===== src/mem_ctrl_params.svh =====
// load/store memory controller parameters
// bus widths, queue depth, function and size codes

`ifndef MEM_CTRL_PARAMS_SVH
`define MEM_CTRL_PARAMS_SVH

// ========================================
// widths
// ========================================
`define MC_AWID    32    // byte address
`define MC_DWID    64    // bus word and result
`define MC_SELW    8     // one lane per byte
`define MC_TIDW    4     // transaction id

`define MC_QDEPTH  4     // entries per queue

// ========================================
// function codes, anything else faults
// ========================================
`define MC_F_LOAD  3'd0  // sign extended
`define MC_F_LOADZ 3'd1  // zero extended
`define MC_F_STORE 3'd2
`define MC_F_LEA   3'd3  // address only, no bus cycle

// access sizes
`define MC_SZ_B    2'd0  // byte
`define MC_SZ_W    2'd1  // wyde
`define MC_SZ_T    2'd2  // tetra
`define MC_SZ_O    2'd3  // octa

`endif

===== src/mem_ctrl_pkg.sv =====
// memory controller types
// request, response and bus command structs plus the
// function and size encodings

`default_nettype none

`include "mem_ctrl_params.svh"

package mem_ctrl_pkg;

	// ========================================
	// encodings
	// ========================================
	typedef enum logic [2:0] {
		FN_LOAD  = `MC_F_LOAD,
		FN_LOADZ = `MC_F_LOADZ,
		FN_STORE = `MC_F_STORE,
		FN_LEA   = `MC_F_LEA
	} mem_func_e;

	typedef enum logic [1:0] {
		SZ_B = `MC_SZ_B,
		SZ_W = `MC_SZ_W,
		SZ_T = `MC_SZ_T,
		SZ_O = `MC_SZ_O
	} mem_size_e;

	// ========================================
	// payloads
	// ========================================

	// one queued request, 105 bits
	typedef struct packed {
		logic [`MC_TIDW-1:0] tid;
		mem_func_e           func;   // may carry an unknown code
		mem_size_e           size;
		logic [`MC_AWID-1:0] adr;
		logic [`MC_DWID-1:0] dat;    // store data, right aligned
	} mem_req_t;

	// one queued response, 69 bits
	typedef struct packed {
		logic [`MC_TIDW-1:0] tid;
		logic                fault;  // unimplemented operation
		logic [`MC_DWID-1:0] res;
	} mem_resp_t;

	// bus command toward the slave, 107 bits
	typedef struct packed {
		logic                cyc;
		logic                stb;
		logic                we;
		logic [`MC_SELW-1:0] sel;
		logic [`MC_AWID-1:0] adr;    // always word aligned
		logic [`MC_DWID-1:0] dat;
	} bus_cmd_t;

endpackage

`default_nettype wire


===== src/mem_ctrl_top.sv =====
// load/store memory controller top level
// request queue, access sequencer, bus master and response queue

`timescale 1ns/1ps
`default_nettype none

`include "mem_ctrl_params.svh"

module mem_ctrl_top (
	input  wire                               clk,
	input  wire                               rst,
	input  wire mem_ctrl_pkg::mem_req_t       req_i,
	input  wire                               req_wr_i,
	output logic                              req_full_o,
	output mem_ctrl_pkg::mem_resp_t           resp_o,
	input  wire                               resp_rd_i,
	output logic                              resp_empty_o,
	output mem_ctrl_pkg::bus_cmd_t            bus_o,
	input  wire                               bus_ack_i,
	input  wire                [`MC_DWID-1:0] bus_dat_i
);

	mem_ctrl_pkg::mem_req_t   head_req;
	mem_ctrl_pkg::mem_resp_t  seq_resp;
	logic                     req_empty;
	logic                     req_pop;
	logic                     resp_full;
	logic                     resp_push;
	logic                     beat_req;
	logic                     beat_hi;
	logic                     beat_ack;
	logic [`MC_DWID-1:0]      rd_word;
	logic [`MC_SELW-1:0]      sel;
	logic [`MC_DWID-1:0]      st_word;
	logic [`MC_AWID-1:0]      adr;
	logic                     we;

	mem_queue #(.payload_t(mem_ctrl_pkg::mem_req_t)) u_req_q (
		.clk, .rst,
		.push_i (req_wr_i), .data_i (req_i), .pop_i (req_pop),
		.data_o (head_req), .full_o (req_full_o), .empty_o (req_empty)
	);

	mem_access_seq u_seq (
		.clk, .rst,
		.req_i (head_req), .req_empty_i (req_empty), .pop_o (req_pop),
		.resp_o (seq_resp), .resp_full_i (resp_full), .push_o (resp_push),
		.beat_req_o (beat_req), .beat_hi_o (beat_hi), .beat_ack_i (beat_ack),
		.rd_word_i (rd_word), .sel_o (sel), .st_word_o (st_word),
		.adr_o (adr), .we_o (we)
	);

	mem_bus_master u_bus (
		.clk, .rst,
		.beat_req_i (beat_req), .beat_hi_i (beat_hi), .adr_i (adr), .we_i (we),
		.sel_i (sel), .st_word_i (st_word), .beat_ack_o (beat_ack),
		.rd_word_o (rd_word), .bus_o (bus_o), .bus_ack_i (bus_ack_i), .bus_dat_i (bus_dat_i)
	);

	mem_queue #(.payload_t(mem_ctrl_pkg::mem_resp_t)) u_resp_q (
		.clk, .rst,
		.push_i (resp_push), .data_i (seq_resp), .pop_i (resp_rd_i),
		.data_o (resp_o), .full_o (resp_full), .empty_o (resp_empty_o)
	);

endmodule

`default_nettype wire


===== src/mem_bus_master.sv =====
// bus master for a single beat
// registers the command and runs the stb/ack cycle: raise cyc+stb,
// wait for ack, drop, wait for ack low, then report the beat done

`timescale 1ns/1ps
`default_nettype none

`include "mem_ctrl_params.svh"

module mem_bus_master (
	input  wire                      clk,
	input  wire                      rst,
	input  wire                      beat_req_i,
	input  wire                      beat_hi_i,
	input  wire       [`MC_AWID-1:0] adr_i,
	input  wire                      we_i,
	input  wire       [`MC_SELW-1:0] sel_i,
	input  wire       [`MC_DWID-1:0] st_word_i,
	output logic                     beat_ack_o,
	output logic      [`MC_DWID-1:0] rd_word_o,
	output mem_ctrl_pkg::bus_cmd_t   bus_o,
	input  wire                      bus_ack_i,
	input  wire       [`MC_DWID-1:0] bus_dat_i
);

	typedef enum logic [1:0] {
		M_IDLE,
		M_STB,    // waiting for ack high
		M_REL,    // waiting for ack low
		M_DONE    // beat_ack up until beat_req drops
	} bm_state_e;

	bm_state_e            state;
	logic                 cyc_q;
	logic                 stb_q;
	logic                 we_q;
	logic [`MC_SELW-1:0]  sel_q;
	logic [`MC_AWID-1:0]  adr_q;
	logic [`MC_DWID-1:0]  dat_q;
	logic [`MC_AWID-1:0]  beat_adr;

	// word aligned, next word for the spill-over beat
	assign beat_adr = {adr_i[`MC_AWID-1:3], 3'b000} + (beat_hi_i ? `MC_AWID'(8) : '0);

	always_comb begin
		bus_o.cyc = cyc_q;
		bus_o.stb = stb_q;
		bus_o.we  = we_q;
		bus_o.sel = sel_q;
		bus_o.adr = adr_q;
		bus_o.dat = dat_q;
	end

	// ========================================
	// cycle control
	// ========================================
	always_ff @(posedge clk) begin
		if (rst) begin
			state      <= M_IDLE;
			cyc_q      <= 1'b0;
			stb_q      <= 1'b0;
			we_q       <= 1'b0;
			sel_q      <= '0;
			beat_ack_o <= 1'b0;
		end else begin
			case (state)
			M_IDLE:
				if (beat_req_i) begin
					cyc_q <= 1'b1;
					stb_q <= 1'b1;
					we_q  <= we_i;
					sel_q <= sel_i;
					state <= M_STB;
				end
			M_STB:
				if (bus_ack_i) begin   // slave may stall here
					cyc_q <= 1'b0;
					stb_q <= 1'b0;
					we_q  <= 1'b0;
					sel_q <= '0;
					state <= M_REL;
				end
			M_REL:
				if (!bus_ack_i) begin
					beat_ack_o <= 1'b1;
					state      <= M_DONE;
				end
			M_DONE:
				if (!beat_req_i) begin
					beat_ack_o <= 1'b0;
					state      <= M_IDLE;
				end
			default: state <= M_IDLE;
			endcase
		end
	end

	// address, store data and captured read word
	always_ff @(posedge clk) begin
		if (state == M_IDLE && beat_req_i) begin
			adr_q <= beat_adr;
			dat_q <= st_word_i;
		end
		if (state == M_STB && bus_ack_i)
			rd_word_o <= bus_dat_i;
	end

	// slave only answers a strobe that is up
	a_ack_on_stb: assert property (@(posedge clk) disable iff (rst)
		$rose(bus_ack_i) |-> bus_o.stb);
	// request held until the beat is acknowledged
	a_req_held: assert property (@(posedge clk) disable iff (rst)
		beat_req_i && !beat_ack_o |=> beat_req_i);

endmodule

`default_nettype wire


===== src/mem_access_seq.sv =====
// access sequencer
// takes one request from the queue, runs one or two bus beats
// through the bus master and builds the response

`timescale 1ns/1ps
`default_nettype none

`include "mem_ctrl_params.svh"

module mem_access_seq (
	input  wire                                clk,
	input  wire                                rst,
	input  wire mem_ctrl_pkg::mem_req_t        req_i,
	input  wire                                req_empty_i,
	output logic                               pop_o,
	output mem_ctrl_pkg::mem_resp_t            resp_o,
	input  wire                                resp_full_i,
	output logic                               push_o,
	output logic                               beat_req_o,
	output logic                               beat_hi_o,
	input  wire                                beat_ack_i,
	input  wire                 [`MC_DWID-1:0] rd_word_i,
	output logic                [`MC_SELW-1:0] sel_o,
	output logic                [`MC_DWID-1:0] st_word_o,
	output logic                [`MC_AWID-1:0] adr_o,
	output logic                               we_o
);

	typedef enum logic [2:0] {
		ST_IDLE, ST_LATCH, ST_BEAT, ST_WAIT_REL, ST_RESPOND
	} seq_state_e;

	seq_state_e             state;
	mem_ctrl_pkg::mem_req_t req_q;
	logic [`MC_DWID-1:0]    lo_word;
	logic [`MC_DWID-1:0]    hi_word;
	logic [`MC_DWID-1:0]    ld_res;
	logic                   two_beat;
	logic                   need_hi;

	mem_lane_align u_align (
		.adr_i      (req_q.adr),
		.size_i     (req_q.size),
		.zext_i     (req_q.func == mem_ctrl_pkg::FN_LOADZ),
		.st_dat_i   (req_q.dat),
		.beat_hi_i  (beat_hi_o),
		.lo_word_i  (lo_word),
		.hi_word_i  (hi_word),
		.sel_o      (sel_o),
		.st_word_o  (st_word_o),
		.ld_res_o   (ld_res),
		.two_beat_o (two_beat)
	);

	assign adr_o   = req_q.adr;
	assign we_o    = (req_q.func == mem_ctrl_pkg::FN_STORE);
	assign need_hi = two_beat & ~beat_hi_o;   // low beat done, high still owed
	assign push_o  = (state == ST_RESPOND) && !resp_full_i;

	// ========================================
	// control FSM
	// ========================================
	always_ff @(posedge clk) begin
		if (rst) begin
			state      <= ST_IDLE;
			pop_o      <= 1'b0;
			beat_req_o <= 1'b0;
			beat_hi_o  <= 1'b0;
		end else begin
			pop_o <= 1'b0;
			case (state)
			ST_IDLE:
				if (!req_empty_i) begin
					pop_o <= 1'b1;   // head already copied into req_q
					state <= ST_LATCH;
				end
			ST_LATCH:
				case (req_q.func)
				mem_ctrl_pkg::FN_LOAD, mem_ctrl_pkg::FN_LOADZ, mem_ctrl_pkg::FN_STORE: begin
					beat_hi_o  <= 1'b0;
					beat_req_o <= 1'b1;
					state      <= ST_BEAT;
				end
				default: state <= ST_RESPOND;   // LEA and faults skip the bus
				endcase
			ST_BEAT:
				if (beat_ack_i) begin
					beat_req_o <= 1'b0;
					state      <= ST_WAIT_REL;
				end
			ST_WAIT_REL:
				if (!beat_ack_i) begin
					if (need_hi) begin
						beat_hi_o  <= 1'b1;
						beat_req_o <= 1'b1;
						state      <= ST_BEAT;
					end else
						state <= ST_RESPOND;
				end
			ST_RESPOND:
				if (push_o) state <= ST_IDLE;   // held here while resp queue full
			default: state <= ST_IDLE;
			endcase
		end
	end

	// ========================================
	// request, read words and response
	// ========================================
	always_ff @(posedge clk) begin
		if (state == ST_IDLE && !req_empty_i)
			req_q <= req_i;
		if (state == ST_BEAT && beat_ack_i) begin
			if (beat_hi_o) hi_word <= rd_word_i;
			else           lo_word <= rd_word_i;
		end
		if (state == ST_LATCH) begin
			resp_o.tid <= req_q.tid;
			case (req_q.func)
			mem_ctrl_pkg::FN_LEA: begin
				resp_o.fault <= 1'b0;
				resp_o.res   <= `MC_DWID'(req_q.adr);
			end
			mem_ctrl_pkg::FN_LOAD, mem_ctrl_pkg::FN_LOADZ, mem_ctrl_pkg::FN_STORE:
				resp_o.fault <= 1'b0;
			default: begin
				resp_o.fault <= 1'b1;   // unimplemented operation
				resp_o.res   <= '0;
			end
			endcase
		end
		if (state == ST_WAIT_REL && !beat_ack_i && !need_hi)
			resp_o.res <= we_o ? '0 : ld_res;
	end

	// the bus master only acknowledges a beat that was requested
	a_ack_on_req: assert property (@(posedge clk) disable iff (rst)
		$rose(beat_ack_i) |-> beat_req_o);

endmodule

`default_nettype wire


===== src/mem_lane_align.sv =====
// byte lane alignment
// builds the lane select and shifted store word for either beat
// and extracts a sign or zero extended load result from two words

`timescale 1ns/1ps
`default_nettype none

`include "mem_ctrl_params.svh"

module mem_lane_align (
	input  wire                        [`MC_AWID-1:0] adr_i,
	input  wire mem_ctrl_pkg::mem_size_e              size_i,
	input  wire                                       zext_i,
	input  wire                        [`MC_DWID-1:0] st_dat_i,
	input  wire                                       beat_hi_i,
	input  wire                        [`MC_DWID-1:0] lo_word_i,
	input  wire                        [`MC_DWID-1:0] hi_word_i,
	output logic                       [`MC_SELW-1:0] sel_o,
	output logic                       [`MC_DWID-1:0] st_word_o,
	output logic                       [`MC_DWID-1:0] ld_res_o,
	output logic                                      two_beat_o
);

	logic [2:0]              ofs;         // byte offset in the word
	logic [`MC_SELW-1:0]     size_mask;
	logic [3:0]              nbytes;
	logic [2*`MC_SELW-1:0]   lane16;      // lanes over both beats
	logic [2*`MC_DWID-1:0]   st_wide;
	logic [2*`MC_DWID-1:0]   ld_wide;
	logic                    sgn;

	assign ofs = adr_i[2:0];
	assign sgn = ~zext_i;

	always_comb begin
		case (size_i)
		mem_ctrl_pkg::SZ_B: begin size_mask = 8'h01; nbytes = 4'd1; end
		mem_ctrl_pkg::SZ_W: begin size_mask = 8'h03; nbytes = 4'd2; end
		mem_ctrl_pkg::SZ_T: begin size_mask = 8'h0F; nbytes = 4'd4; end
		default:            begin size_mask = 8'hFF; nbytes = 4'd8; end
		endcase
	end

	// ========================================
	// store side
	// ========================================
	assign lane16  = {8'h00, size_mask} << ofs;
	assign st_wide = {{`MC_DWID{1'b0}}, st_dat_i} << {ofs, 3'b000};

	assign sel_o     = beat_hi_i ? lane16[15:8] : lane16[7:0];
	assign st_word_o = beat_hi_i ? st_wide[127:64] : st_wide[63:0];

	// spills into the next word
	assign two_beat_o = ({1'b0, ofs} + nbytes) > 4'd8;

	// ========================================
	// load side
	// ========================================
	assign ld_wide = {hi_word_i, lo_word_i} >> {ofs, 3'b000};

	always_comb begin
		case (size_i)
		mem_ctrl_pkg::SZ_B: ld_res_o = {{56{sgn & ld_wide[7]}}, ld_wide[7:0]};
		mem_ctrl_pkg::SZ_W: ld_res_o = {{48{sgn & ld_wide[15]}}, ld_wide[15:0]};
		mem_ctrl_pkg::SZ_T: ld_res_o = {{32{sgn & ld_wide[31]}}, ld_wide[31:0]};
		default:            ld_res_o = ld_wide[63:0];   // octa, nothing to extend
		endcase
	end

endmodule

`default_nettype wire


===== src/mem_queue.sv =====
// first-word-fall-through queue
// circular buffer with registered full/empty flags, the head entry
// is always visible on data_o

`timescale 1ns/1ps
`default_nettype none

`include "mem_ctrl_params.svh"

module mem_queue #(
	parameter type payload_t = logic [7:0]
) (
	input  wire           clk,
	input  wire           rst,
	input  wire           push_i,
	input  wire payload_t data_i,
	input  wire           pop_i,
	output payload_t      data_o,
	output logic          full_o,
	output logic          empty_o
);

	localparam int DEPTH = `MC_QDEPTH;
	localparam int AW    = (DEPTH > 1) ? $clog2(DEPTH) : 1;
	localparam int CW    = AW + 1;

	payload_t       mem_q [DEPTH];
	logic [AW-1:0]  wr_ptr;
	logic [AW-1:0]  rd_ptr;
	logic [CW-1:0]  count;

	wire do_push = push_i & ~full_o;   // writes into a full queue are dropped
	wire do_pop  = pop_i & ~empty_o;

	function automatic logic [AW-1:0] ptr_inc(input logic [AW-1:0] p);
		return (p == AW'(DEPTH - 1)) ? '0 : p + 1'b1;
	endfunction

	assign data_o = mem_q[rd_ptr];

	always_ff @(posedge clk) begin
		if (do_push)
			mem_q[wr_ptr] <= data_i;
	end

	always_ff @(posedge clk) begin
		if (rst) begin
			wr_ptr  <= '0;
			rd_ptr  <= '0;
			count   <= '0;
			full_o  <= 1'b0;
			empty_o <= 1'b1;
		end else begin
			if (do_push) wr_ptr <= ptr_inc(wr_ptr);
			if (do_pop)  rd_ptr <= ptr_inc(rd_ptr);
			case ({do_push, do_pop})
			2'b10: begin
				count   <= count + 1'b1;
				full_o  <= (count == CW'(DEPTH - 1));
				empty_o <= 1'b0;
			end
			2'b01: begin
				count   <= count - 1'b1;
				full_o  <= 1'b0;
				empty_o <= (count == CW'(1));
			end
			default: ;   // both or neither, level unchanged
			endcase
		end
	end

	// callers must respect the flags
	a_no_push_full: assert property (@(posedge clk) disable iff (rst) !(push_i && full_o));
	a_no_pop_empty: assert property (@(posedge clk) disable iff (rst) !(pop_i && empty_o));

endmodule

`default_nettype wire


===== config.mk =====
export PLATFORM = sky130hd
export DESIGN_NAME = mem_ctrl_top
export DESIGN_NICKNAME = d
export VERILOG_FILES = /design/src/mem_ctrl_pkg.sv /design/src/mem_ctrl_top.sv /design/src/mem_bus_master.sv /design/src/mem_access_seq.sv /design/src/mem_lane_align.sv /design/src/mem_queue.sv
export VERILOG_INCLUDE_DIRS = /design/src
export SDC_FILE = /design/constraint.sdc
export NUM_CORES = 1
export LEC_CHECK = 0
export BUFFER_PORTS_ARGS = -buffer_cell sky130_fd_sc_hd__buf_4
export CELL_PAD_IN_SITES_DETAIL_PLACEMENT = 0
export CELL_PAD_IN_SITES_GLOBAL_PLACEMENT = 1
export CORE_ASPECT_RATIO = 0.7
export CORE_MARGIN = 2
export CORE_UTILIZATION = 49
export CTS_BUF_LIST = sky130_fd_sc_hd__clkbuf_4
export DETAILED_ROUTE_END_ITERATION = 10
export GPL_TIMING_DRIVEN = 0
export PLACE_DENSITY_LB_ADDON = 0.1
export SETUP_SLACK_MARGIN = 0.1
export SLEW_MARGIN = 5
export SYNTH_ARGS = -nofsm -noshare
export SYNTH_HDL_FRONTEND = slang
export SYNTH_SLANG_ARGS = --single-unit

===== constraint.sdc =====
create_clock -name clk -period 19.2 [get_ports clk]
set_clock_uncertainty 0.1 [all_clocks]
set_input_delay 5.76 -clock clk [delete_from_list [all_inputs] [get_ports clk]]
set_output_delay 5.76 -clock clk [all_outputs]
set_load 0.005 [all_outputs]

==> out/results.txt <==
Initial Util = 0.496
VDD IR max = 58.7 uV
CTS Buf Count = 296
Setup CP Type = reg -> out
synth top area cells = edfxtp_1 (72%), mux4_2 (8.8%), mux2i_1 (3.0%), dfxtp_1 (1.6%), mux2_2 (1.6%)
Clock Tree Buf Depth = 4
fmax = 105 MHz
Least-Margin Pin Slew = 1300 ps
synthesized area per cell = 17.8 sq um
startpoint types = flop
Max Slew Vio Count = 0
Setup TNS Final = 0 ps
Yosys top cell by area = edfxtp_1
post-synthesis cell type count = 63
crit-path leading delay family = buffers and inverters
GR Overflow Total = 0
#FFs+latches synth = 1,186
CTS tree = built
Vias = 28,200
Lkg Pwr = 19.4 nW
synth warn = 0
worst hold-check path type = reg -> reg
Post-Route WL = 143 mm
HPWL after detailed placement = 102 mm
CTS Sinks = 1,186
Final Cycle Share = 0.495
number of buffer cells added on primary ports = 347
Bufs and invs on worst path = 4
crit path DAT = 3640 ps
initial DRC count = 3,223
setup bufs post-CTS = 0
largest net degree at the start of global routing = 61
die area = 100,000 sq um
global-route wire length before repair = 200 mm
DRC Markers = 0
Synth Flop Type = edfxtp_1
RSZ-0062 raised after global routing = false
WHS = 272 ps
Tot Pwr = 5.57 mW
setup ws final = 9700 ps
Worst path most repeated cell = clkbuf_1
initial antenna violation count = 7
max-cap violations = 0
critical path peak fanout = 10
Clock Latency Late Sink = 1220 ps
CP cell instances = clkbuf_1, clkbuf_1, clkbuf_1, mux4_2, buf_4
Die H = 265 microns
cell area after synthesis = 47,800 sq um
endpoints failing setup = 0
layout cell share with drive strength beyond 1 = 0.334
die width = 377 microns
Layout Cells excl Fill = 4,878
Max-slew headroom = 0.121
global placement routability congestion = 0.980
first-pass iteration count of the detailed router = 6
Wirelength per Cell = 29.3 microns
post-route minimum period = 9500 ps
H-tree depth = 5
root buffer cell = clkbuf_4
Seq/Total Area, Yosys = 0.737
layout overhead on the synthesized area = 17.5%
Critical Path Max Stage Delay = 550 ps
via-per-instance ratio = 5.79
# nets final = 3,574
Core Box Area = 96,400 sq um
gr usage total = 0.286
Mapped Cells = 2,690
Clock transition at path regs = 70 ps
CP max-delay cell = clkbuf_1
# fillers = 7,389
PD cells = 99.0 nW/um^2
Post-CTS Hold Fix Bufs = 0
Place WS = 10,840 ps
Critical Path Sink Type = primary output
Site Rows = 95
ANT nets after route = 0
Post-synth EDFFs = 1,147
Synth async-reset ratio = 0
status = finished, final reports clean
I/O Pins = 352
area share of the largest cell type after synthesis = 0.720
post-cts sizing count = 0
vias in the first global route = 28,400
Crit path required time = 13,340 ps
Cells after DPL = 4,381
Final Hold Vio Count = 0
==> logic make-up after synthesis <==
| logic type | share of synthesized area |
|---|---|
| simple gates | 0.0401 |
| xor+xnor | 0.00623 |
| fa+ha+maj | 0.00801 |
| mux | 0.135 |
| buf+inv | 0.0199 |
| flops | 0.737 |
| other cells | 0.0000784 |
| compound gates | 0.0538 |
==> metrics by stage <==
step / util / area, sq um
global placement: 0.540 / 52100
global route: 0.583 / 56200
detailed placement: 0.546 / 52700
floorplan: - / 47800
finish: 0.583 / 56200
CTS: 0.583 / 56200
==> routing by layer <==
layer,part of all wire,GRT usage,up-vias
met2,0.44,0.407,1322
met3,0.090,0.0823,192
met5,0,0,-
met1,0.46,0.432,14500
met4,0.017,0.0786,0
li1,-,-,12200
==> flip-flops by register name, indices dropped and copies added (netlist names), 3 cells and up, named ones only <==
name / flops
u_req_q.mem_q: 420
u_resp_q.mem_q: 276
u_seq.req_q: 73
u_seq.resp_o: 69
u_bus.dat_q: 64
u_bus.rd_word_o: 64
u_seq.lo_word: 64
u_seq.hi_word: 56
u_seq.adr_o: 32
u_bus.adr_q: 29
u_bus.sel_q: 8
u_req_q.count: 3
u_resp_q.count: 3
u_seq.state: 3
==> path summary, 6_finish.rpt <==
kind | endpoint | slack, ps | depth (start not counted) | start
setup reg to reg | u_seq.resp_o[4] | 13580 | 10 | u_seq.req_q[97]
hold / removal | u_seq.lo_word[58] | 270 | 0 | u_bus.rd_word_o[58]
setup / recovery | resp_o[55] | 9700 | 5 | flop
hold reg to reg | u_seq.lo_word[58] | 270 | 0 | u_bus.rd_word_o[58]
==> Yosys cell counts, drive strengths merged (2+ instances only) <==
| library cell | number |
|---|---|
| nand4 | 4 |
| a31oi | 2 |
| or3 | 4 |
| a211oi | 41 |
| a31o | 14 |
| o21ai | 102 |
| dfxtp | 39 |
| nand2b | 8 |
| nor2 | 132 |
| nand3 | 28 |
| nor3b | 3 |
| o22a | 10 |
| a21bo | 6 |
| nor2b | 23 |
| nor3 | 7 |
| inv | 26 |
| xnor2 | 21 |
| a221o | 8 |
| nand3b | 2 |
| nand2 | 197 |
| buf | 97 |
| o22ai | 26 |
| mux2i | 145 |
| a2111oi | 3 |
| nor4 | 2 |
| a22oi | 17 |
| edfxtp | 1147 |
| and3 | 9 |
| and4 | 2 |
| mux4 | 187 |
| a21oi | 124 |
| clkbuf | 71 |
| xor2 | 13 |
| o2bb2ai | 32 |
| a221oi | 2 |
| mux2 | 71 |
| a21o | 2 |
| o211ai | 6 |
| ha | 29 |
| and2 | 15 |
==> worst register-to-register path, delay by kind of cell, from the launching register on <==
kind / cells / cell delay (ps)
AO/OA/AOI/OAI: 3 / 1650
XOR/XNOR: 1 / 170
adder cells (fa/ha/maj): 1 / 430
buffers and inverters: 4 / 2040
flip-flops: 1 / 640
AND/OR/NAND/NOR: 1 / 220
==> layout make-up <==
class                   instances  area [sq um]  share of cell area
flip-flops and latches       1186         35200               0.627
multi-input cells            1311         11700               0.208
clock buffers                 424          3180              0.0566
repair buffers                380          3160              0.0563
well taps                    1309          1640              0.0291
plain buffers                 168           852              0.0152
clock inverters                64           334             0.00594
inverters                      27           101             0.00180
diodes                          9          22.5            0.000401
==> placed cells by master (no fill, tap or decap), types with 32 or more instances in the layout <==
cell type and instances:
dfxtp_1 39, buf_2 37, a21oi_1 123, a211oi_1 41, clkbuf_1 71, mux4_2 187, buf_4 386, o2bb2ai_1 32
clkinv_1 51, clkbuf_4 424, o21ai_0 100, nand2_1 196, mux2i_1 145, edfxtp_1 1147, mux2_2 68, nor2_1 131
==> report_power, final <==
| group | switching (mW) | internal, mW | leakage, nW |
|---|---|---|---|
| registers | 0.0737 | 2.95 | 10.9 |
| logic | 0.329 | 0.197 | 6.42 |
| clock network | 0.967 | 1.05 | 2.11 |
| total | 1.37 | 4.20 | 19.4 |
Note: power is estimated with default switching activity, not from simulation.
